--- src/telemetry_pkg.sv ---
package telemetry_pkg;

    typedef logic [7:0] byte_t;                // one character on the line
    typedef logic signed [15:0] accel_t;       // milli-g
    typedef logic signed [23:0] temp_t;        // milli-degrees celsius
    typedef logic [5:0] addr_t;                // byte position within a frame

    // axis result, digit[3] is the integer digit
    typedef struct packed {
        logic negative;
        byte_t [3:0] digit;
    } digits4_t;

    // temperature result, three integer and three fraction digits
    typedef struct packed {
        logic negative;
        byte_t [5:0] digit;
    } digits6_t;

    typedef enum logic [2:0] {
        off,                                   // not armed yet
        wait_sample,                           // armed, idle between frames
        load,                                  // copy latched sample into the frame
        send,                                  // pulse tx_start
        wait_busy,                             // serializer working on a byte
        next_byte
    } frame_state_t;

    localparam int FRAME_LEN = 53;

    localparam byte_t CHAR_MINUS = 8'h2d;
    localparam byte_t CHAR_SPACE = 8'h20;
    localparam byte_t CHAR_ZERO = 8'h30;       // ascii offset for bcd digits

endpackage

--- src/ascii_fixed_point.sv ---
`timescale 1ns/1ps

module ascii_fixed_point #(
    parameter int DIGITS = 4,
    parameter int VALUE_WIDTH = 16
) (
    input  logic clk,
    input  logic reset,
    input  logic sample_valid,
    input  logic signed [VALUE_WIDTH-1:0] value,
    output logic done,
    output logic negative,
    output telemetry_pkg::byte_t [DIGITS-1:0] digits
);
    import telemetry_pkg::*;

    localparam int BCD_WIDTH = 4 * DIGITS;
    localparam int CNT_WIDTH = $clog2(VALUE_WIDTH + 1);
    localparam logic [VALUE_WIDTH-1:0] MAX_MAG = VALUE_WIDTH'(10 ** DIGITS - 1);

    logic [VALUE_WIDTH-1:0] abs_value;
    logic [VALUE_WIDTH-1:0] magnitude;
    logic [VALUE_WIDTH-1:0] shift_reg;
    logic [BCD_WIDTH-1:0] bcd;
    logic [BCD_WIDTH-1:0] bcd_adjusted;
    logic [BCD_WIDTH-1:0] bcd_next;
    logic [CNT_WIDTH-1:0] bits_left;
    logic busy;
    logic sign_captured;
    logic last_step;

    always_comb
    begin
        abs_value = value[VALUE_WIDTH-1] ? VALUE_WIDTH'(-value) : VALUE_WIDTH'(value);
        magnitude = (abs_value > MAX_MAG) ? MAX_MAG : abs_value;   // clamp to all nines
    end

    // double dabble, correct every nibble before the shift
    always_comb
    begin
        bcd_adjusted = bcd;
        for (int i = 0; i < DIGITS; i++)
        begin
            if (bcd[4*i +: 4] >= 4'd5)
                bcd_adjusted[4*i +: 4] = bcd[4*i +: 4] + 4'd3;
        end
        bcd_next = {bcd_adjusted[BCD_WIDTH-2:0], shift_reg[VALUE_WIDTH-1]};
    end

    assign last_step = busy && (bits_left == CNT_WIDTH'(1));

    always_ff @(posedge clk or posedge reset)
    begin
        if (reset)
        begin
            busy <= 1'b0;
            bits_left <= '0;
            done <= 1'b0;
            negative <= 1'b0;
        end
        else
        begin
            done <= 1'b0;
            if (sample_valid)
            begin
                busy <= 1'b1;                                   // also restarts a running one
                bits_left <= CNT_WIDTH'(VALUE_WIDTH);
            end
            else if (busy)
            begin
                bits_left <= bits_left - 1'b1;
                if (last_step)
                begin
                    busy <= 1'b0;
                    done <= 1'b1;
                    negative <= sign_captured;
                end
            end
        end
    end

    // datapath, results only change when a conversion completes
    always_ff @(posedge clk)
    begin
        if (sample_valid)
        begin
            shift_reg <= magnitude;
            bcd <= '0;
            sign_captured <= value[VALUE_WIDTH-1];
        end
        else if (busy)
        begin
            shift_reg <= shift_reg << 1;
            bcd <= bcd_next;
            if (last_step)
            begin
                for (int i = 0; i < DIGITS; i++)
                begin
                    digits[i] <= CHAR_ZERO + byte_t'(bcd_next[4*i +: 4]);
                end
            end
        end
    end

endmodule

--- src/telemetry_frame.sv ---
`timescale 1ns/1ps

module telemetry_frame (
    input  logic clk,
    input  logic reset,
    input  logic start_transmission,
    input  logic data_ready,
    input  telemetry_pkg::digits4_t x_digits,
    input  telemetry_pkg::digits4_t y_digits,
    input  telemetry_pkg::digits4_t z_digits,
    input  telemetry_pkg::digits6_t t_digits,
    input  logic tx_busy,
    output logic tx_start,
    output telemetry_pkg::byte_t tx_data
);
    import telemetry_pkg::*;

    localparam addr_t LAST_ADDR = addr_t'(FRAME_LEN - 1);

    // fixed part of the message, variable positions hold a space here
    localparam byte_t TEMPLATE [FRAME_LEN] = '{
        8'h1b, 8'h5b, 8'h32, 8'h4a,                             // esc [2J
        8'h1b, 8'h5b, 8'h48,                                    // esc [H
        8'h0a, 8'h0d,
        8'h78, 8'h3a, 8'h20,                                    // "x:" and sign
        8'h20, 8'h2e, 8'h20, 8'h20, 8'h20, 8'h67,               // d.ddd g
        8'h0a, 8'h0d,
        8'h59, 8'h3a, 8'h20,
        8'h20, 8'h2e, 8'h20, 8'h20, 8'h20, 8'h67,
        8'h0a, 8'h0d,
        8'h5a, 8'h3a, 8'h20,
        8'h20, 8'h2e, 8'h20, 8'h20, 8'h20, 8'h67,
        8'h0a, 8'h0d,
        8'h54, 8'h3a, 8'h20,                                    // "T:" and sign
        8'h20, 8'h20, 8'h20, 8'h2e, 8'h20, 8'h20, 8'h20, 8'h43  // ddd.ddd C
    };

    frame_state_t state;
    frame_state_t next_state;
    addr_t addr;
    logic pending;                                              // sample arrived mid-frame
    logic seen_busy;

    digits4_t latched_x;
    digits4_t latched_y;
    digits4_t latched_z;
    digits6_t latched_t;
    digits4_t frame_x;
    digits4_t frame_y;
    digits4_t frame_z;
    digits6_t frame_t;

    function automatic byte_t sign_char(input logic is_negative);
        return is_negative ? CHAR_MINUS : CHAR_SPACE;
    endfunction

    always_ff @(posedge clk or posedge reset)
    begin
        if (reset)
            state <= off;
        else
            state <= next_state;
    end

    always_comb
    begin
        next_state = state;
        case (state)
            off:
                if (start_transmission)
                    next_state = wait_sample;
            wait_sample:
                if (data_ready || pending)
                    next_state = load;
            load:
                next_state = send;
            send:
                next_state = wait_busy;
            wait_busy:
                if (seen_busy && !tx_busy)
                    next_state = next_byte;
            next_byte:
                next_state = (addr == LAST_ADDR) ? wait_sample : send;
            default:
                next_state = off;
        endcase
    end

    always_ff @(posedge clk or posedge reset)
    begin
        if (reset)
        begin
            addr <= '0;
            pending <= 1'b0;
            seen_busy <= 1'b0;
        end
        else
        begin
            if (state == load)
                pending <= 1'b0;
            if (data_ready && state != off && state != wait_sample)
                pending <= 1'b1;                                // frame in flight, send it next

            if (state == load)
                addr <= '0;
            else if (state == next_byte && addr != LAST_ADDR)
                addr <= addr + 1'b1;

            if (state == send)
                seen_busy <= 1'b0;
            else if (state == wait_busy && tx_busy)
                seen_busy <= 1'b1;
        end
    end

    // temp done comes last, so all four results belong to one sample here
    always_ff @(posedge clk)
    begin
        if (data_ready)
        begin
            latched_x <= x_digits;
            latched_y <= y_digits;
            latched_z <= z_digits;
            latched_t <= t_digits;
        end
        if (state == load)
        begin
            frame_x <= latched_x;
            frame_y <= latched_y;
            frame_z <= latched_z;
            frame_t <= latched_t;
        end
    end

    assign tx_start = (state == send);

    always_comb
    begin
        tx_data = TEMPLATE[addr];
        case (addr)
            6'd11: tx_data = sign_char(frame_x.negative);
            6'd12: tx_data = frame_x.digit[3];
            6'd14: tx_data = frame_x.digit[2];
            6'd15: tx_data = frame_x.digit[1];
            6'd16: tx_data = frame_x.digit[0];
            6'd22: tx_data = sign_char(frame_y.negative);
            6'd23: tx_data = frame_y.digit[3];
            6'd25: tx_data = frame_y.digit[2];
            6'd26: tx_data = frame_y.digit[1];
            6'd27: tx_data = frame_y.digit[0];
            6'd33: tx_data = sign_char(frame_z.negative);
            6'd34: tx_data = frame_z.digit[3];
            6'd36: tx_data = frame_z.digit[2];
            6'd37: tx_data = frame_z.digit[1];
            6'd38: tx_data = frame_z.digit[0];
            6'd44: tx_data = sign_char(frame_t.negative);
            6'd45: tx_data = frame_t.digit[5];
            6'd46: tx_data = frame_t.digit[4];
            6'd47: tx_data = frame_t.digit[3];
            6'd49: tx_data = frame_t.digit[2];
            6'd50: tx_data = frame_t.digit[1];
            6'd51: tx_data = frame_t.digit[0];
            default: tx_data = TEMPLATE[addr];
        endcase
    end

endmodule

--- src/telemetry_uart_top.sv ---
`timescale 1ns/1ps

module telemetry_uart_top #(
    parameter int CLKS_PER_BIT = 434
) (
    input  logic clk,
    input  logic reset,
    input  telemetry_pkg::accel_t accel_x,
    input  telemetry_pkg::accel_t accel_y,
    input  telemetry_pkg::accel_t accel_z,
    input  telemetry_pkg::temp_t temp,
    input  logic sample_valid,
    input  logic start_transmission,
    output logic txd
);
    import telemetry_pkg::*;

    localparam int AXIS_DIGITS = 4;
    localparam int AXIS_WIDTH = $bits(accel_t);
    localparam int TEMP_DIGITS = 6;
    localparam int TEMP_WIDTH = $bits(temp_t);

    digits4_t x_result;
    digits4_t y_result;
    digits4_t z_result;
    digits6_t t_result;
    logic data_ready;                              // temp done, the slowest converter
    logic tx_start;
    logic tx_busy;
    byte_t tx_data;

    ascii_fixed_point #(.DIGITS(AXIS_DIGITS), .VALUE_WIDTH(AXIS_WIDTH)) accel_conv_x (
        .clk(clk), .reset(reset), .sample_valid(sample_valid), .value(accel_x),
        .done(), .negative(x_result.negative), .digits(x_result.digit)
    );

    ascii_fixed_point #(.DIGITS(AXIS_DIGITS), .VALUE_WIDTH(AXIS_WIDTH)) accel_conv_y (
        .clk(clk), .reset(reset), .sample_valid(sample_valid), .value(accel_y),
        .done(), .negative(y_result.negative), .digits(y_result.digit)
    );

    ascii_fixed_point #(.DIGITS(AXIS_DIGITS), .VALUE_WIDTH(AXIS_WIDTH)) accel_conv_z (
        .clk(clk), .reset(reset), .sample_valid(sample_valid), .value(accel_z),
        .done(), .negative(z_result.negative), .digits(z_result.digit)
    );

    ascii_fixed_point #(.DIGITS(TEMP_DIGITS), .VALUE_WIDTH(TEMP_WIDTH)) temp_conv (
        .clk(clk), .reset(reset), .sample_valid(sample_valid), .value(temp),
        .done(data_ready), .negative(t_result.negative), .digits(t_result.digit)
    );

    telemetry_frame frame_seq (
        .clk(clk), .reset(reset), .start_transmission(start_transmission),
        .data_ready(data_ready),
        .x_digits(x_result), .y_digits(y_result), .z_digits(z_result), .t_digits(t_result),
        .tx_busy(tx_busy), .tx_start(tx_start), .tx_data(tx_data)
    );

    uart_tx #(.CLKS_PER_BIT(CLKS_PER_BIT)) serializer (
        .clk(clk), .reset(reset), .tx_start(tx_start), .tx_data(tx_data),
        .tx_busy(tx_busy), .txd(txd)
    );

endmodule

--- src/uart_tx.sv ---
`timescale 1ns/1ps

module uart_tx #(
    parameter int CLKS_PER_BIT = 434
) (
    input  logic clk,
    input  logic reset,
    input  logic tx_start,
    input  telemetry_pkg::byte_t tx_data,
    output logic tx_busy,
    output logic txd
);
    import telemetry_pkg::*;

    localparam int BAUD_WIDTH = (CLKS_PER_BIT > 1) ? $clog2(CLKS_PER_BIT) : 1;
    localparam logic [3:0] STOP_BIT = 4'd9;        // 0 start, 1..8 data, 9 stop
    localparam logic [3:0] LAST_DATA = 4'd8;

    logic [BAUD_WIDTH-1:0] baud_count;
    logic [3:0] bit_index;
    byte_t shift_reg;
    logic bit_end;

    assign bit_end = (baud_count == BAUD_WIDTH'(CLKS_PER_BIT - 1));

    always_ff @(posedge clk or posedge reset)
    begin
        if (reset)
        begin
            tx_busy <= 1'b0;
            txd <= 1'b1;                           // line idles high
            baud_count <= '0;
            bit_index <= '0;
        end
        else if (!tx_busy)
        begin
            if (tx_start)
            begin
                tx_busy <= 1'b1;
                txd <= 1'b0;                       // start bit
                baud_count <= '0;
                bit_index <= '0;
            end
        end
        else if (!bit_end)
        begin
            baud_count <= baud_count + 1'b1;
        end
        else
        begin
            baud_count <= '0;
            if (bit_index == STOP_BIT)
            begin
                tx_busy <= 1'b0;
                txd <= 1'b1;
            end
            else
            begin
                bit_index <= bit_index + 1'b1;
                txd <= (bit_index < LAST_DATA) ? shift_reg[0] : 1'b1;
            end
        end
    end

    // lsb first
    always_ff @(posedge clk)
    begin
        if (!tx_busy && tx_start)
            shift_reg <= tx_data;
        else if (tx_busy && bit_end && bit_index < LAST_DATA)
            shift_reg <= shift_reg >> 1;
    end

endmodule

--- config.mk ---
export PLATFORM = sky130hd
export DESIGN_NAME = telemetry_uart_top
export DESIGN_NICKNAME = d
export VERILOG_FILES = /design/src/telemetry_pkg.sv /design/src/ascii_fixed_point.sv /design/src/telemetry_frame.sv /design/src/telemetry_uart_top.sv /design/src/uart_tx.sv
export SDC_FILE = /design/constraint.sdc
export NUM_CORES = 1
export LEC_CHECK = 0
export ABC_AREA = 1
export BUFFER_PORTS_ARGS = -buffer_cell sky130_fd_sc_hd__buf_2
export CORE_MARGIN = 4
export CORE_UTILIZATION = 60
export CTS_BUF_LIST = sky130_fd_sc_hd__clkbuf_4
export CTS_CLUSTER_DIAMETER = 60
export DETAILED_ROUTE_END_ITERATION = 10
export PLACE_DENSITY = 0.78
export SLEW_MARGIN = 40
export SYNTH_ARGS = -nofsm -noshare
export SYNTH_HDL_FRONTEND = slang
export SYNTH_SLANG_ARGS = --single-unit
--- constraint.sdc ---
create_clock -name clk -period 5.7 [get_ports clk]
set_input_delay 0.285 -clock clk [delete_from_list [all_inputs] [get_ports clk]]
set_output_delay 0.285 -clock clk [all_outputs]
set_load 0.05 [all_outputs]
## Yosys cells after proc, flatten, opt, wreduce, memory -nomap -nowiden

Memories as Yosys holds them, arrays and structs flattened.
Index checks and enable logic that the tools add are counted.

| word-level totals | value |
|---|---|
| flip-flop bits (word level) | 651 |
| output and inout bits | 1 |
| bits in latches | 0 |
| RAM bits | 0 |
| ROM bits | 512 |
| memories | 1 |

Memory list:

| memory | words | width | rd ports | clocked after Yosys merged registers in | wr ports | line | RTL |
|---|---|---|---|---|---|---|---|
| (no name shown) | 64 | 8 | 1 | 0 | 0 | telemetry_frame.sv:139 | `tx_data = TEMPLATE[addr];` |

| operators by class | value |
|---|---|
| equal/unequal tests | 41 |
| multipliers | 0 |
| multiplexer cells | 93 |
| order comparisons | 24 |
| $add $sub $neg | 47 |
| shifts and indexed selects | 0 |
| divide/modulo/power cells | 0 |
| bitwise logic cells | 2 |
| reduce and logical (&&, ||, !) cells | 32 |

Operators with widths:

| operator | count |
|---|---|
| 2-to-1 mux 16 bit | 12 |
| one-hot mux 8 bit (22 select lines) | 1 |
| adder 6 x 4 -> 7 bit, first input constant | 18 |
| 2-to-1 mux 24 bit | 4 |
| 2-to-1 mux 4 bit | 22 |
| == test 6 bit, second input constant | 13 |
| >= comparator 4 x 3 -> 1 bit, second input constant | 18 |
| adder 4 x 2 -> 4 bit, second input constant | 14 |
| > comparator 16 x 14 -> 1 bit, second input constant | 3 |
| negator 16 bit | 3 |
| 2-to-1 mux 5 bit | 8 |
| == test 6 x 5 -> 1 bit, second input constant | 6 |
| 2-to-1 mux 8 bit | 4 |
| 2-to-1 mux 1 bit | 28 |
| 2-to-1 mux 9 bit | 3 |
| == test 6 x 4 -> 1 bit, second input constant | 4 |
| > comparator 24 x 20 -> 1 bit, second input constant | 1 |
| negator 24 bit | 1 |
| 2-to-1 mux 3 bit | 7 |
| == test 5 x 1 -> 1 bit, second input constant | 4 |
| subtractor 5 x 1 -> 5 bit, second input constant | 4 |
| one-hot mux 3 bit (6 select lines) | 1 |
| AND reduction 3 bit | 6 |
| nonzero test 2 bit | 9 |
| 25 further kinds | 45 |

## Logic depth before layout (Yosys ltp)

Gate-level depths: netlist of run 1.

| depth | value |
|---|---|
| depth after elaboration | 6 |
| depth in mapped cells | 18 |
| depth with buffers taken out | 17 |

## By module

From an unflattened synthesis of run 1, not the netlist that was laid out.

| second synthesis, totals | value |
|---|---|
| cell total of the unflattened synthesis | 2639 |
| area total of the unflattened synthesis | 27121.0 um^2 |

By module, submodules not included:

| module | cells an instance | times used | area each (um^2) |
|---|---|---|---|
| telemetry_frame | 819 | 1 | 11504.8 |
| ascii_fixed_point (accel_conv_x ...) | 369 | 3 | 3213.1 |
| ascii_fixed_point (temp_conv) | 582 | 1 | 4738.3 |
| uart_tx | 131 | 1 | 1238.7 |

## Least setup slack after synthesis of run 1

Ideal clock, no wire load.

| path | value |
|---|---|
| kind | flip-flop to flip-flop |
| start point | register frame_seq.state[0] |
| end point | register frame_seq.addr[2] |
| setup slack | 1.246 ns |
| arrival | 4.325 ns |
| buffers on the path | 0 |
| data required time | 5.572 ns |
| cell stages (with the launch flop) | 7 |
| setup time | 0.128 ns |
| cell sequence | dfrtp_1 -> nor2_1 -> inv_1 -> nor2_1 -> nor2_1 -> inv_1 -> o21ai_0 |

| between the ends | value |
|---|---|
| longest elaborated chain between the ends | 3 |
| elaborated cells between the ends (all ways) | 5 |
| classes of those cells | eq/ne (2); mux (1); reduce/logical (2) |

Ends and longest elaborated chain:

| what | line | RTL |
|---|---|---|
| start, declared | telemetry_frame.sv:38 | `frame_state_t state;` |
| start signal, assigned | telemetry_frame.sv:62 | `state <= next_state;` |
| == test 3 bit | telemetry_frame.sv:106 | `else if (state == next_byte && addr != LAST_ADDR)` |
| logical AND 1 bit | telemetry_frame.sv:106 |  |
| nonzero test 2 bit (no line) | -- |  |
| end signal, assigned | telemetry_frame.sv:107 | `addr <= addr + 1'b1;` |
| end, declared | telemetry_frame.sv:40 | `addr_t addr;` |

Several ways; a longest one is shown, not always the timed one.
A chain may end at the register's enable or synchronous reset.

## Final worst setup path of run 1

| path | value |
|---|---|
| start point | input sample_valid |
| end point | register accel_conv_z.negative |

| between the ends | value |
|---|---|
| longest elaborated chain between the ends | 2 |

Ends and longest elaborated chain:

| what | line | RTL |
|---|---|---|
| start, declared | telemetry_uart_top.sv:12 | `input logic sample_valid,` |
| inverter 1 bit (no line) | -- |  |
| AND reduction 3 bit (no line) | -- |  |
| end signal, assigned | ascii_fixed_point.sv:76 | `negative <= sign_captured;` |
| end, declared | ascii_fixed_point.sv:12 | `output logic negative,` |

Every way passes these cells.

==> results of run 1 <==
[power by group through the flow]
stage | sequential [µW] | clock (µW) | combinational (µW)
final | 3840 | 2650 | 916
after global routing | 3860 | 2920 | 1040
after CTS | 3840 | 2730 | 915
after detailed placement | 3900 | 0 | 898
after global placement | 3890 | 0 | 877
after floorplan | 3860 | 0 | 648
[final cells by class]
class	count	area (µm²)
Antenna cell	2	5.00
Clock buffer	162	1220
Clock inverter	41	254
Fill cell	2520	10600
Inverter	329	1240
Multi-Input combinational cell	1305	7080
Sequential cell	434	12000
Tap cell	448	561
Timing Repair Buffer	105	664
[worst max-delay path: cells and delay by family]
family                 cells  cell delay, ps
muxes                      1             360
buffers and inverters      5            1720
and+or+nand+nor            2             890
[through the flow]
| step | hold slack (ps) | instance area [µm²] | util [%] | cells | worst slack [ps] |
|---|---|---|---|---|---|
| 2_1_floorplan | 384 | 20500 | - | 2112 | 1250 |
| 4_1_cts | 7.12 | 23000 | 68.5 | 2823 | 3110 |
| 3_3_place_gp | 401 | 21400 | 63.5 | 2603 | 2740 |
| 3_5_place_dp | 405 | 21400 | 63.6 | 2603 | 2910 |
| 5_1_grt | 34.0 | 23100 | 68.6 | 2826 | 2830 |
| 6_report | 91.7 | 23100 | 68.6 | 2826 | 3040 |
[worst max-delay path by stage]
stage / startpoint / endpoint / slack, ps / cells past startpoint
after floorplan: frame_seq.state[0] / frame_seq.addr[2] / 1250 / 6
after global placement: temp_conv.busy / temp_conv.negative / 2740 / 6
after detailed placement: sample_valid / accel_conv_z.negative / 2910 / 7
after CTS: temp_conv.busy / temp_conv.negative / 3110 / 6
after global routing: frame_seq.addr[5] / serializer.shift_reg[3] / 2830 / 11
final: sample_valid / accel_conv_z.negative / 3040 / 8
[placed cells by master, fill, tap and decap left out, types with 5 or more instances in the layout]
cell,count
sky130_fd_sc_hd__a211oi_1,7
sky130_fd_sc_hd__a21oi_1,87
sky130_fd_sc_hd__a221oi_1,7
sky130_fd_sc_hd__buf_2,76
sky130_fd_sc_hd__buf_4,10
sky130_fd_sc_hd__clkbuf_4,162
sky130_fd_sc_hd__clkinv_1,29
sky130_fd_sc_hd__clkinv_2,9
sky130_fd_sc_hd__dfrtp_1,53
sky130_fd_sc_hd__dfxtp_1,72
sky130_fd_sc_hd__dlygate4sd3_1,17
sky130_fd_sc_hd__edfxtp_1,307
sky130_fd_sc_hd__ha_1,65
sky130_fd_sc_hd__inv_1,309
sky130_fd_sc_hd__inv_2,17
sky130_fd_sc_hd__nand2_1,406
sky130_fd_sc_hd__nand2_2,17
sky130_fd_sc_hd__nand3_1,96
sky130_fd_sc_hd__nand3b_1,17
sky130_fd_sc_hd__nand4_1,28
sky130_fd_sc_hd__nor2_1,166
sky130_fd_sc_hd__nor2_2,15
sky130_fd_sc_hd__nor2_4,5
sky130_fd_sc_hd__nor3_1,24
sky130_fd_sc_hd__o211ai_1,5
sky130_fd_sc_hd__o21ai_0,145
sky130_fd_sc_hd__o21ai_1,17
sky130_fd_sc_hd__o22ai_1,43
sky130_fd_sc_hd__o31ai_1,5
sky130_fd_sc_hd__or2_2,35
sky130_fd_sc_hd__xnor2_1,11
sky130_fd_sc_hd__xor2_1,63
[metal layers]
metal	wire length [µm]	up-vias
li1	-	7477
met1	17500	6930
met2	20100	415
met3	1920	111
met4	1590	0
met5	0	-
[synth_stat cells (28+ instances only)]
library cell,instances
sky130_fd_sc_hd__xor2_1,63
sky130_fd_sc_hd__o21ai_0,145
sky130_fd_sc_hd__dfxtp_1,72
sky130_fd_sc_hd__dfrtp_1,54
sky130_fd_sc_hd__nand3_1,96
sky130_fd_sc_hd__ha_1,65
sky130_fd_sc_hd__or2_2,35
sky130_fd_sc_hd__nand4_1,28
sky130_fd_sc_hd__edfxtp_1,307
sky130_fd_sc_hd__nand2_1,410
sky130_fd_sc_hd__a21oi_1,87
sky130_fd_sc_hd__o22ai_1,43
sky130_fd_sc_hd__inv_1,310
sky130_fd_sc_hd__nor2_1,170
[cells by family after synthesis]
group	Yosys count	synth area share, %
fa+ha+maj	65	3.96
compound gates	335	9.11
buf+inv	373	7.03
xor+xnor	74	3.16
simple gates	825	17.8
mux	6	0.335
flops	434	58.7
==> impl_summary.txt, run 1 <==
----------------------------------------------------
[Worst hold path]
  Hold_sp ... accel_y[2]
  Number of stages on the worst hold path ... 7
  Hold worst-path end ... accel_conv_y.shift_reg[2]
  Hold crit path type ... in -> reg

[Power]
  Power share of the clock group ... 35.8%
  VDD IR-drop max ... 0.181 mV
  Reg power frac ... 51.9%
  P per Cell Area ... 321 nW/µm²
  Leakage power of the design ... 0.0101 µW
  Share of power burned in combinational logic ... 12.4%
  Total power of the final layout ... 7400 µW
  Reported net switching power ... 1970 µW
  Switching power as a share of total power ... 26.6%
  Internal Pwr Total ... 5430 µW

[STA]
  Tmin final ... 2660 ps
  Total negative setup slack ... 0 ps
  Rel. slew slack ... 46.5%
  Number of hold violations in the final report ... 0
  Max Clk Rate ... 0.376 GHz
  Transition time at the pin with the least slew margin ... 799 ps
  Final count of pins violating max slew ... 0
  Number of setup violations in the final report ... 0
  Final worst path period share ... 46.6%
  Setup repair after global routing missed its margin ... no
  Maximum clock skew at final layout ... 70.0 ps

[Cells and area]
  Share of final-layout standard cells stronger than drive strength 1 ... 15.7%
  Largest registers ... frame_seq.frame_t: 25 flops, frame_seq.latched_t: 25 flops
  Net count reported at finish ... 2423
  Synth-to-layout area growth ... 12.3%

[Synthesis]
  Number of enable flip-flop cells after synthesis ... 307
  Top area cells in the synthesized netlist ... sky130_fd_sc_hd__edfxtp_1, sky130_fd_sc_hd__nand2_1, sky130_fd_sc_hd__dfxtp_1
  Syn_nets ... 2253
  Netlist cell types ... 57
  Register area share after synthesis ... 58.7%
  Proportion of netlist area held by the largest area contributor ... 44.9%
  Synthesized area divided by synthesized cell count ... 9.72 µm²
  Proportion of synthesized flip-flops having asynchronous set or reset ... 12.7%
  Post-synthesis instance total ... 2112
  Flop and latch count out of synthesis ... 434
  Predominant post-synthesis flop cell ... sky130_fd_sc_hd__edfxtp_1
  Leading area contributor after synthesis ... sky130_fd_sc_hd__edfxtp_1
  Count of synthesis-stage warnings from yosys ... 0
  Synth Cell Area ... 20500 µm²

[Die]
  Count of boundary I/O pins ... 77
  Area of the die ... 37200 µm²
  # rows ... 67
  Initial core utilization ... 61.1%
  Horizontal die dimension ... 193 µm
  Area of the core region ... 33600 µm²
  Die H ... 193 µm

[Placement]
  Total half-perimeter wirelength after legalization and detailed placement ... 28.8 mm
  Routability Congestion ... 0.980
  I/O Buffers ... 76

[Clock tree]
  # clock sinks ... 434
  Clock insertion delay at the later pin of the skew report ... 770 ps
  Count of cells resized by post-cts repair ... 0
  Clock slew at reported path FFs ... 70 ps
  Clock root buffer ... sky130_fd_sc_hd__clkbuf_4
  Number of buffers inserted by post-CTS setup repair ... 0
  Number of buffers on the longest clock path ... 3
  Max H-tree Level ... 3
  Total of hold buffers inserted after clock tree synthesis ... 17
  Clock tree from TritonCTS ... done
  Number of buffers added by the clock tree synthesis step ... 107

[Job]
  Max-cap violation count ... 0

[Setup path]
  Setup slack of the worst register-to-register path ... 3100 ps
  Start of the worst register-to-register path ... frame_seq.addr[5]
  CP Capture Type ... flip-flop
  Max FO, Critical Path ... 53
  Data required time at the worst endpoint ... 6310 ps
  Crit Path Class ... in -> reg
  CP max-delay cell ... sky130_fd_sc_hd__nor2_1
  Destination of the worst register-to-register timing path ... serializer.shift_reg[3]
  Delay of the slowest cell on the worst path ... 620 ps
  Data arrival time of the worst path ... 3270 ps
  Startpoint type of the worst setup path ... input port
  Crit path cell chain ... dlygate4sd3_1 -> buf_2 -> buf_4 -> nor2_1 -> clkinv_1 -> nor2_1 -> buf_4 -> mux2_2
  Depth of the worst register-to-register path ... 11

[Detailed routing]
  Vias per inst ... 5.28
  Post-detailed-routing wire length ... 41.1 mm
  Remaining antenna violation count ... 0
  Length of the first detailed-routing pass in iterations ... 6
  Number of DRC markers in iteration 0 ... 936
  Total number of vias ... 14900
  Routed wire length per instance ... 14.5 µm
  Post-detailed-route DRC marker count ... 0

[GRT]
  Aggregate global routing overflow ... 0
  Antenna violations before repair ... 2
  Routing usage on met1 ... 28.8%
  Fraction of met2 tracks used by global routing ... 38.3%
  Top Usage Layer GRT ... met2
  Total track usage ... 22.6%
  Vias in the first global route ... 14800
  Largest net degree at the start of global routing ... 65
  GR Layer Usage met3 ... 4.18%
  First-pass GRT wire length ... 68.8 mm

[Outcome]
  Run status ... completed

----------------------------------------------------
Note: power is estimated with default switching activity, not from simulation.
==> run 2, diff against run 1 <==
--- a/config.mk
+++ b/config.mk
@@ -5,7 +5,7 @@
 export SDC_FILE = /design/constraint.sdc
 export NUM_CORES = 1
 export LEC_CHECK = 0
-export ABC_AREA = 1
+export ABC_AREA = 0
 export BUFFER_PORTS_ARGS = -buffer_cell sky130_fd_sc_hd__buf_2
 export CORE_MARGIN = 4
 export CORE_UTILIZATION = 60
==> constraint.sdc (replaced) <==
create_clock -name clk -period 2.7 [get_ports clk]
set_input_delay 0.135 -clock clk [delete_from_list [all_inputs] [get_ports clk]]
set_output_delay 0.135 -clock clk [all_outputs]
set_load 0.05 [all_outputs]
==> impl_summary.txt, run 2 <==
----------------------------------------------------
[Setup path]
  Crit path cell chain ... dlygate4sd3_1 -> buf_2 -> or3_1 -> or3_4 -> or4_1 -> o211ai_1 -> buf_4 -> nand3_1 -> dlygate4sd3_1 -> o22a_1 (was dlygate4sd3_1 -> buf_2 -> buf_4 -> nor2_1 -> clkinv_1 -> nor2_1 -> buf_4 -> mux2_2)
  Setup slack of the worst register-to-register path ... 80 ps (was 3100 ps)
  Depth of the worst register-to-register path ... 8 (was 11)
  Max FO, Critical Path ... 6 (was 53)
  Data arrival time of the worst path ... 3190 ps (was 3270 ps)
  CP top delay family ... buffers and inverters (unchanged)
  Delay of the slowest cell on the worst path ... 570 ps (was 620 ps)
  Destination of the worst register-to-register timing path ... serializer.shift_reg[1] (was serializer.shift_reg[3])
  Data required time at the worst endpoint ... 3180 ps (was 6310 ps)
  Count of buffering cells on the critical path with inverters included ... 4 (was 5)
  Crit Path Class ... in -> reg (unchanged)
  CP Capture Type ... flip-flop (unchanged)
  Startpoint type of the worst setup path ... input port (unchanged)
  CP max-delay cell ... sky130_fd_sc_hd__dlygate4sd3_1 (was sky130_fd_sc_hd__nor2_1)
  Start of the worst register-to-register path ... frame_seq.addr[3] (was frame_seq.addr[5])
  Dominant cell type by count on the critical path ... sky130_fd_sc_hd__dlygate4sd3_1

[STA]
  Max Clk Rate ... 0.370 GHz
  Number of setup violations in the final report ... 1 (was 0)
  Total negative setup slack ... -5.90 ps (was 0 ps)
  Setup repair after global routing missed its margin ... yes (was no)
  Transition time at the pin with the least slew margin ... 647 ps (was 799 ps)
  Tmin final ... 2710 ps
  Setup slack of the critical path after layout ... -5.90 ps (was 3040 ps)
  Final worst path period share ... 100%
  Number of hold violations in the final report ... 0 (unchanged)
  Rel. slew slack ... 56.8% (was 46.5%)
  Maximum clock skew at final layout ... 49.9 ps (was 70.0 ps)
  Final count of pins violating max slew ... 0 (unchanged)

[Synthesis]
  Top cells by instance count after synthesis ... sky130_fd_sc_hd__edfxtp_1, sky130_fd_sc_hd__nor2_1, sky130_fd_sc_hd__nand2_1 (was sky130_fd_sc_hd__nand2_1, sky130_fd_sc_hd__inv_1, sky130_fd_sc_hd__edfxtp_1)
  Post-Synth XOR/XNOR Area ... 4.06% (was 3.16%)
  Post-synthesis instance total ... 1827 (was 2112)
  Top area cells in the synthesized netlist ... sky130_fd_sc_hd__edfxtp_1, sky130_fd_sc_hd__dfxtp_1, sky130_fd_sc_hd__dfrtp_1 (was sky130_fd_sc_hd__edfxtp_1, sky130_fd_sc_hd__nand2_1, sky130_fd_sc_hd__dfxtp_1)
  Netlist cell types ... 77 (was 57)
  Proportion of netlist area held by the largest area contributor ... 44.5% (was 44.9%)
  Adder and majority cell fraction of the synthesized area ... 3.92% (was 3.96%)
  Register area share after synthesis ... 58.1% (was 58.7%)
  Area fraction in compound gates after synthesis ... 12.0% (was 9.11%)
  Proportion of synthesized area in mux cells ... 4.47% (was 0.335%)
  Largest family of logic cells by synthesized area ... simple AND/OR/NAND/NOR gates (unchanged)
  Syn_nets ... 1968 (was 2253)
  Most common cell in the synthesized netlist ... sky130_fd_sc_hd__edfxtp_1 (was sky130_fd_sc_hd__nand2_1)
  Leading area contributor after synthesis ... sky130_fd_sc_hd__edfxtp_1 (unchanged)
  Synthesized area divided by synthesized cell count ... 11.3 µm² (was 9.72 µm²)
  Flop and latch count out of synthesis ... 434 (unchanged)
  Area share of and/or/nand/nor cells after synthesis ... 14.1% (was 17.8%)
  Proportion of synthesized flip-flops having asynchronous set or reset ... 12.7% (unchanged)
  Number of enable flip-flop cells after synthesis ... 307 (unchanged)
  Count of synthesis-stage warnings from yosys ... 0 (unchanged)
  Synth Cell Area ... 20700 µm² (was 20500 µm²)
  Predominant post-synthesis flop cell ... sky130_fd_sc_hd__edfxtp_1 (unchanged)

[Worst hold path]
  Hold worst-path end ... accel_conv_y.shift_reg[0] (was accel_conv_y.shift_reg[2])
  Hold_sp ... accel_y[0] (was accel_y[2])
  Number of stages on the worst hold path ... 4 (was 7)
  Hold crit path type ... in -> reg (unchanged)

[GRT]
  Largest net degree at the start of global routing ... 80 (was 65)
  GR Layer Usage met3 ... 4.24% (was 4.18%)
  Total track usage ... 22.8% (was 22.6%)
  Aggregate global routing overflow ... 0 (unchanged)
  Antenna violations before repair ... 1 (was 2)
  Routing usage on met1 ... 29.3% (was 28.8%)
  Fraction of met2 tracks used by global routing ... 38.3% (about the same)
  Vias in the first global route ... 15200 (was 14800)
  First-pass GRT wire length ... 72.1 mm (was 68.8 mm)
  Top Usage Layer GRT ... met2 (unchanged)

[Power]
  P per Cell Area ... 650 nW/µm² (was 321 nW/µm²)
  Leakage power of the design ... 0.0100 µW (was 0.0101 µW)
  VDD IR-drop max ... 0.450 mV (was 0.181 mV)

[Job]
  Max-cap violation count ... 0 (unchanged)

[Clock tree]
  # clock sinks ... 434 (unchanged)
  Max H-tree Level ... 3 (unchanged)
  Clock tree from TritonCTS ... done (unchanged)
  Number of buffers added by the clock tree synthesis step ... 103 (was 107)
  Clock slew at reported path FFs ... 60 ps (was 70 ps)
  Number of buffers on the longest clock path ... 3 (unchanged)
  Clock root buffer ... sky130_fd_sc_hd__clkbuf_4 (unchanged)
  Clock insertion delay at the later pin of the skew report ... 740 ps (was 770 ps)

[Die]
  Area of the die ... 37600 µm² (was 37200 µm²)
  Initial core utilization ... 61.4% (was 61.1%)
  Area of the core region ... 33800 µm² (was 33600 µm²)
  Die H ... 194 µm (was 193 µm)
  Count of boundary I/O pins ... 77 (unchanged)
  Horizontal die dimension ... 194 µm (was 193 µm)
  # rows ... 67 (unchanged)

[Cells and area]
  Net count reported at finish ... 2289 (was 2423)
  Commonest cells after routing, fill and taps aside ... sky130_fd_sc_hd__edfxtp_1, sky130_fd_sc_hd__nor2_1, sky130_fd_sc_hd__clkbuf_4, sky130_fd_sc_hd__nand2_1, sky130_fd_sc_hd__buf_4 (was sky130_fd_sc_hd__nand2_1, sky130_fd_sc_hd__inv_1, sky130_fd_sc_hd__edfxtp_1, sky130_fd_sc_hd__nor2_1, sky130_fd_sc_hd__clkbuf_4)
  Synth-to-layout area growth ... 20.2% (was 12.3%)
  Final Non-Filler Cells ... 2687 (was 2826)
  Leading cell type in the layout, fill and taps excluded ... sky130_fd_sc_hd__edfxtp_1 (was sky130_fd_sc_hd__nand2_1)
  Share of final-layout standard cells stronger than drive strength 1 ... 20.6% (was 15.7%)
  Largest registers ... frame_seq.frame_t: 25 flops, frame_seq.latched_t: 25 flops (unchanged)

[Placement]
  Routability Congestion ... 0.948 (was 0.980)
  Total half-perimeter wirelength after legalization and detailed placement ... 29.4 mm (was 28.8 mm)
  Number of placed instances with taps included ... 2393 (was 2603)
  I/O Buffers ... 76 (unchanged)

[Detailed routing]
  Vias per inst ... 5.64 (was 5.28)
  Length of the first detailed-routing pass in iterations ... 6 (unchanged)
  Number of DRC markers in iteration 0 ... 984 (was 936)
  Post-detailed-routing wire length ... 43.5 mm (was 41.1 mm)
  Total number of vias ... 15200 (was 14900)
  Routed wire length per instance ... 16.2 µm (was 14.5 µm)
  Remaining antenna violation count ... 0 (unchanged)
  Post-detailed-route DRC marker count ... 0 (unchanged)

[Outcome]
  Run status ... finished with violations (was completed)
  Violations in the final reports ... negative setup slack

----------------------------------------------------
## run 2: cell count changes after synthesis, moves of 46 or more
cell / delta
sky130_fd_sc_hd__inv_1: -221
sky130_fd_sc_hd__mux2i_1: +78
sky130_fd_sc_hd__nand2_1: -254
sky130_fd_sc_hd__nand2b_1: +48
sky130_fd_sc_hd__nand3_1: -55
sky130_fd_sc_hd__o21ai_0: -46
## run 2: kinds of logic after synthesis
logic type                 count (synthesis)
and+or+nand+nor                          597
DFF                                      434
AOI/OAI and AO/OA                        360
buffers and inverters                    185
xor gates and xnor gates                  96
muxes                                     90
adders and majority gates                 65
## run 2: worst reg2reg max path, stage by stage, from the launching register on
cell and delay (ps):
sky130_fd_sc_hd__dfrtp_1 630, sky130_fd_sc_hd__inv_1 250, sky130_fd_sc_hd__buf_4 220, sky130_fd_sc_hd__nand2_1 110, sky130_fd_sc_hd__nor2_1 70, sky130_fd_sc_hd__a22oi_1 230
sky130_fd_sc_hd__nand4_1 130, sky130_fd_sc_hd__a2111oi_0 530, sky130_fd_sc_hd__a31oi_1 150
## run 2: how the worst max path moves through the flow
stage          slack [ps]                         end        from  depth (start not counted)
2_1_floorplan           3   accel_conv_y.shift_reg[5]  accel_y[2]                         10
3_3_place_gp         -190  accel_conv_y.shift_reg[10]  accel_y[7]                          9
3_5_place_dp         -250  accel_conv_y.shift_reg[10]  accel_y[7]                          9
4_1_cts                 7   accel_conv_y.shift_reg[2]  accel_y[0]                         12
5_1_grt               -50   accel_conv_z.shift_reg[2]  accel_z[0]                         12
6_report               -6   accel_conv_z.shift_reg[2]  accel_z[9]                         10
## run 2: power by group
| part | total, µW | internal [µW] | switching, µW | leakage, µW |
|---|---|---|---|---|
| Clock | 5350 | 2810 | 2540 | 0.000826 |
| Combinational | 2820 | 1310 | 1510 | 0.00502 |
| Sequential | 8050 | 7650 | 394 | 0.00416 |
## run 2: layout make-up
type | instances | area (µm²)
Sequential cell | 434 | 12000
Clock buffer | 159 | 1190
Timing Repair Buffer | 311 | 2420
Fill cell | 2249 | 8860
Inverter | 90 | 338
Antenna cell | 1 | 2.50
Clock inverter | 36 | 189
Tap cell | 448 | 561
Multi-Input combinational cell | 1208 | 8180
## run 2: metal layers
layer  wire, µm  share of wire (%)  up-vias
met5          0                  0        -
met4       1680                3.9        0
met3       1960                4.5      124
met2      21300                 49      417
met1      18600                 43     7194
li1           -                  -     7421
## run 2: per-stage QoR
stage          hold WS, ps  area, µm²  setup slack, ps  total power (µW)  utilization, %
4_1_cts               2.68      24700             6.70             16200            73.1
2_1_floorplan          234      20800             3.44              9870               -
5_1_grt               12.1      24900            -45.6             17100            73.8
3_3_place_gp           229      22400             -190             10600            66.4
6_report              23.5      24900            -5.90             16200            73.8
3_5_place_dp           236      22400             -251             10700            66.4
## run 2: timing repair
action                     CTS  global route
buffers inserted             0            13
setup endpoints to repair    0            46
hold buffers                86             0
resized for setup            0            33
hold endpoints to repair   148             0
==> run 3, diff against run 2 <==
--- a/config.mk
+++ b/config.mk
@@ -12,7 +12,7 @@
 export CTS_BUF_LIST = sky130_fd_sc_hd__clkbuf_4
 export CTS_CLUSTER_DIAMETER = 60
 export DETAILED_ROUTE_END_ITERATION = 10
-export PLACE_DENSITY = 0.78
+export PLACE_DENSITY = 0.88
 export SLEW_MARGIN = 40
 export SYNTH_ARGS = -nofsm -noshare
 export SYNTH_HDL_FRONTEND = slang
==> impl_summary.txt, run 3 (synthesis results as in run 2) <==
----------------------------------------------------
[Outcome]
  Run status ... finished with violations (unchanged)
  Violations in the final reports ... negative hold slack (was negative setup slack)

[STA]
  Final worst hold slack ... -13.2 ps (was 23.5 ps)
  Total negative setup slack ... 0 ps (was -5.90 ps)
  Number of setup violations in the final report ... 0 (was 1)
  Transition time at the pin with the least slew margin ... 729 ps (was 647 ps)
  Final worst path period share ... 98.5% (was 100%)
  Rel. slew slack ... 51.4% (was 56.8%)
  Tmin final ... 2660 ps (was 2710 ps)
  Max Clk Rate ... 0.376 GHz (was 0.370 GHz)
  Maximum clock skew at final layout ... 41.9 ps (was 49.9 ps)
  Number of hold violations in the final report ... 8 (was 0)
  Final count of pins violating max slew ... 0 (unchanged)

[Worst hold path]
  Hold crit path type ... in -> async (was in -> reg)

[Setup path]
  Data arrival time of the worst path ... 3170 ps (was 3190 ps)
  Setup slack of the worst register-to-register path ... 110 ps (was 80 ps)
  Start of the worst register-to-register path ... frame_seq.addr[0] (was frame_seq.addr[3])
  Max FO, Critical Path ... 5 (was 6)
  Data required time at the worst endpoint ... 3210 ps (was 3180 ps)
  Crit Path Class ... in -> reg (unchanged)
  Delay of the slowest cell on the worst path ... 580 ps (was 570 ps)
  CP max-delay cell ... sky130_fd_sc_hd__or4_4 (was sky130_fd_sc_hd__dlygate4sd3_1)
  Crit path cell chain ... dlygate4sd3_1 -> buf_2 -> or4_4 -> or3_1 -> nor3_2 -> mux2_2 -> a31oi_2 -> buf_4 -> nand2_1 -> o221a_2 (was dlygate4sd3_1 -> buf_2 -> or3_1 -> or3_4 -> or4_1 -> o211ai_1 -> buf_4 -> nand3_1 -> dlygate4sd3_1 -> o22a_1)
  Destination of the worst register-to-register timing path ... serializer.shift_reg[1] (unchanged)
  Count of buffering cells on the critical path with inverters included ... 3 (was 4)
  Startpoint type of the worst setup path ... input port (unchanged)
  CP top delay family ... simple AND/OR/NAND/NOR gates (was buffers and inverters)
  CP Capture Type ... flip-flop (unchanged)
  Depth of the worst register-to-register path ... 10 (was 8)

[Cells and area]
  Final Non-Filler Cells ... 2673 (was 2687)
  Synth-to-layout area growth ... 20.0% (was 20.2%)
  Commonest cells after routing, fill and taps aside ... sky130_fd_sc_hd__edfxtp_1, sky130_fd_sc_hd__nor2_1, sky130_fd_sc_hd__clkbuf_4, sky130_fd_sc_hd__nand2_1, sky130_fd_sc_hd__buf_4 (unchanged)
  Largest registers ... frame_seq.frame_t: 25 flops, frame_seq.latched_t: 25 flops (unchanged)
  Leading cell type in the layout, fill and taps excluded ... sky130_fd_sc_hd__edfxtp_1 (unchanged)
  Area taken by flip-flops and latches ... 12000 µm² (about the same)
  Share of final-layout standard cells stronger than drive strength 1 ... 20.3% (was 20.6%)
  Fill cell total of the finished layout ... 2129 (was 2249)
  Net count reported at finish ... 2281 (was 2289)
  Multi-input combinational cell area ... 8200 µm² (was 8180 µm²)

[Die]
  Area of the core region ... 33800 µm² (unchanged)
  Horizontal die dimension ... 194 µm (unchanged)
  Count of boundary I/O pins ... 77 (unchanged)
  Die H ... 194 µm (unchanged)
  Area of the die ... 37600 µm² (unchanged)
  # rows ... 67 (unchanged)
  Initial core utilization ... 61.4% (unchanged)

[Job]
  Max-cap violation count ... 0 (unchanged)

[Clock tree]
  Clock slew at reported path FFs ... 70 ps (was 60 ps)
  Clock insertion delay at the later pin of the skew report ... 780 ps (was 740 ps)
  Clock tree from TritonCTS ... done (unchanged)
  Number of buffers on the longest clock path ... 3 (unchanged)
  # clock sinks ... 434 (unchanged)
  Number of buffers added by the clock tree synthesis step ... 106 (was 103)
  Clock root buffer ... sky130_fd_sc_hd__clkbuf_4 (unchanged)
  Max H-tree Level ... 3 (unchanged)

[Detailed routing]
  Routed wire length per instance ... 17.5 µm (was 16.2 µm)
  Total number of vias ... 15600 (was 15200)
  Post-detailed-route DRC marker count ... 0 (unchanged)
  Remaining antenna violation count ... 0 (unchanged)
  Number of DRC markers in iteration 0 ... 1238 (was 984)
  Length of the first detailed-routing pass in iterations ... 6 (unchanged)
  Vias per inst ... 5.82 (was 5.64)
  Post-detailed-routing wire length ... 46.7 mm (was 43.5 mm)

[GRT]
  Vias in the first global route ... 15700 (was 15200)
  Total track usage ... 24.3% (was 22.8%)
  First-pass GRT wire length ... 76.5 mm (was 72.1 mm)
  Largest net degree at the start of global routing ... 102 (was 80)
  Antenna violations before repair ... 1 (unchanged)
  Aggregate global routing overflow ... 0 (unchanged)

[Power]
  Switching power as a share of total power ... 27.8% (was 27.4%)
  Power share of the clock group ... 33.8% (was 33.0%)
  Share of power burned in combinational logic ... 17.1% (was 17.4%)
  VDD IR-drop max ... 0.493 mV (was 0.450 mV)
  Leakage power of the design ... 0.00997 µW (was 0.0100 µW)
  Reported net switching power ... 4560 µW (was 4440 µW)
  Reg power frac ... 49.1% (was 49.6%)
  P per Cell Area ... 660 nW/µm² (was 650 nW/µm²)
  Internal Pwr Total ... 11900 µW (was 11800 µW)

[Placement]
  Number of placed instances with taps included ... 2395 (was 2393)
  Routability Congestion ... 0.963 (was 0.948)
  I/O Buffers ... 76 (unchanged)
  Total half-perimeter wirelength after legalization and detailed placement ... 29.8 mm (was 29.4 mm)

----------------------------------------------------
[run 3: cell types whose count changed in the layout (fill, tap and decap cells not counted), moves of 3 or more]
cell | before | now
sky130_fd_sc_hd__ha_1 | 59 | 62
sky130_fd_sc_hd__nor3_1 | 25 | 22
sky130_fd_sc_hd__clkinv_1 | 24 | 27
sky130_fd_sc_hd__nor3_2 | 1 | 4
sky130_fd_sc_hd__buf_4 | 145 | 136
sky130_fd_sc_hd__ha_2 | 5 | 2
[run 3: final cells by class]
type / count / area share [%]
Multi-Input combinational cell: 1208 / 33.0
Clock buffer: 157 / 4.74
Tap cell: 448 / 2.25
Sequential cell: 434 / 48.4
Timing Repair Buffer: 300 / 9.41
Clock inverter: 35 / 0.865
Antenna cell: 1 / 0.0101
Inverter: 90 / 1.38
[run 3: power by group through the flow]
stage	registers [µW]	clock network (µW)	logic [µW]
floorplan	8020	0	1850
global placement	8140	0	2430
global route	8120	6060	3100
CTS	8050	5650	2710
detailed placement	8180	0	2560
finish	8060	5550	2810
[run 3: worst min-delay path, cell delays in order]
cell and delay, ps:
sky130_fd_sc_hd__dlygate4sd3_1 530, sky130_fd_sc_hd__buf_2 120, sky130_fd_sc_hd__clkinv_2 440
[run 3: worst max path at each step]
stage / slack, ps / cells after the start / startpoint / endpoint
2_1_floorplan: 3 / 10 / accel_y[2] / accel_conv_y.shift_reg[5]
3_3_place_gp: -270 / 10 / temp[5] / temp_conv.shift_reg[5]
3_5_place_dp: -390 / 8 / temp[5] / temp_conv.shift_reg[8]
4_1_cts: 10 / 10 / accel_y[7] / accel_conv_y.shift_reg[11]
5_1_grt: -40 / 12 / accel_y[0] / accel_conv_y.shift_reg[10]
6_report: 40 / 10 / accel_y[7] / accel_conv_y.shift_reg[11]
[run 3: routing by layer]
metal	wire, µm	global-route usage (%)
met4	1430	9.74
met3	2830	4.47
met1	18500	30.2
met2	23900	42.3
met5	0	0
[run 3: through the flow]
step                      total power, µW  util (%)  worst slack, ps  cell area [µm²]  hold slack, ps
final                               16400      73.7             40.4            24900           -13.2
after global routing                17300      73.7            -38.2            24900            18.9
after CTS                           16400      73.0             11.0            24700            5.31
after detailed placement            10700      66.5             -395            22500             327
after global placement              10600      66.5             -267            22500             317
after floorplan                      9870         -             3.44            20800             234
[run 3: what timing repair did]
action                                  CTS  global route
resized for setup                         0            36
endpoints found under the setup margin    0            35
buffers inserted                          0             3
hold buffers                             82             0
hold endpoints to repair                119             0
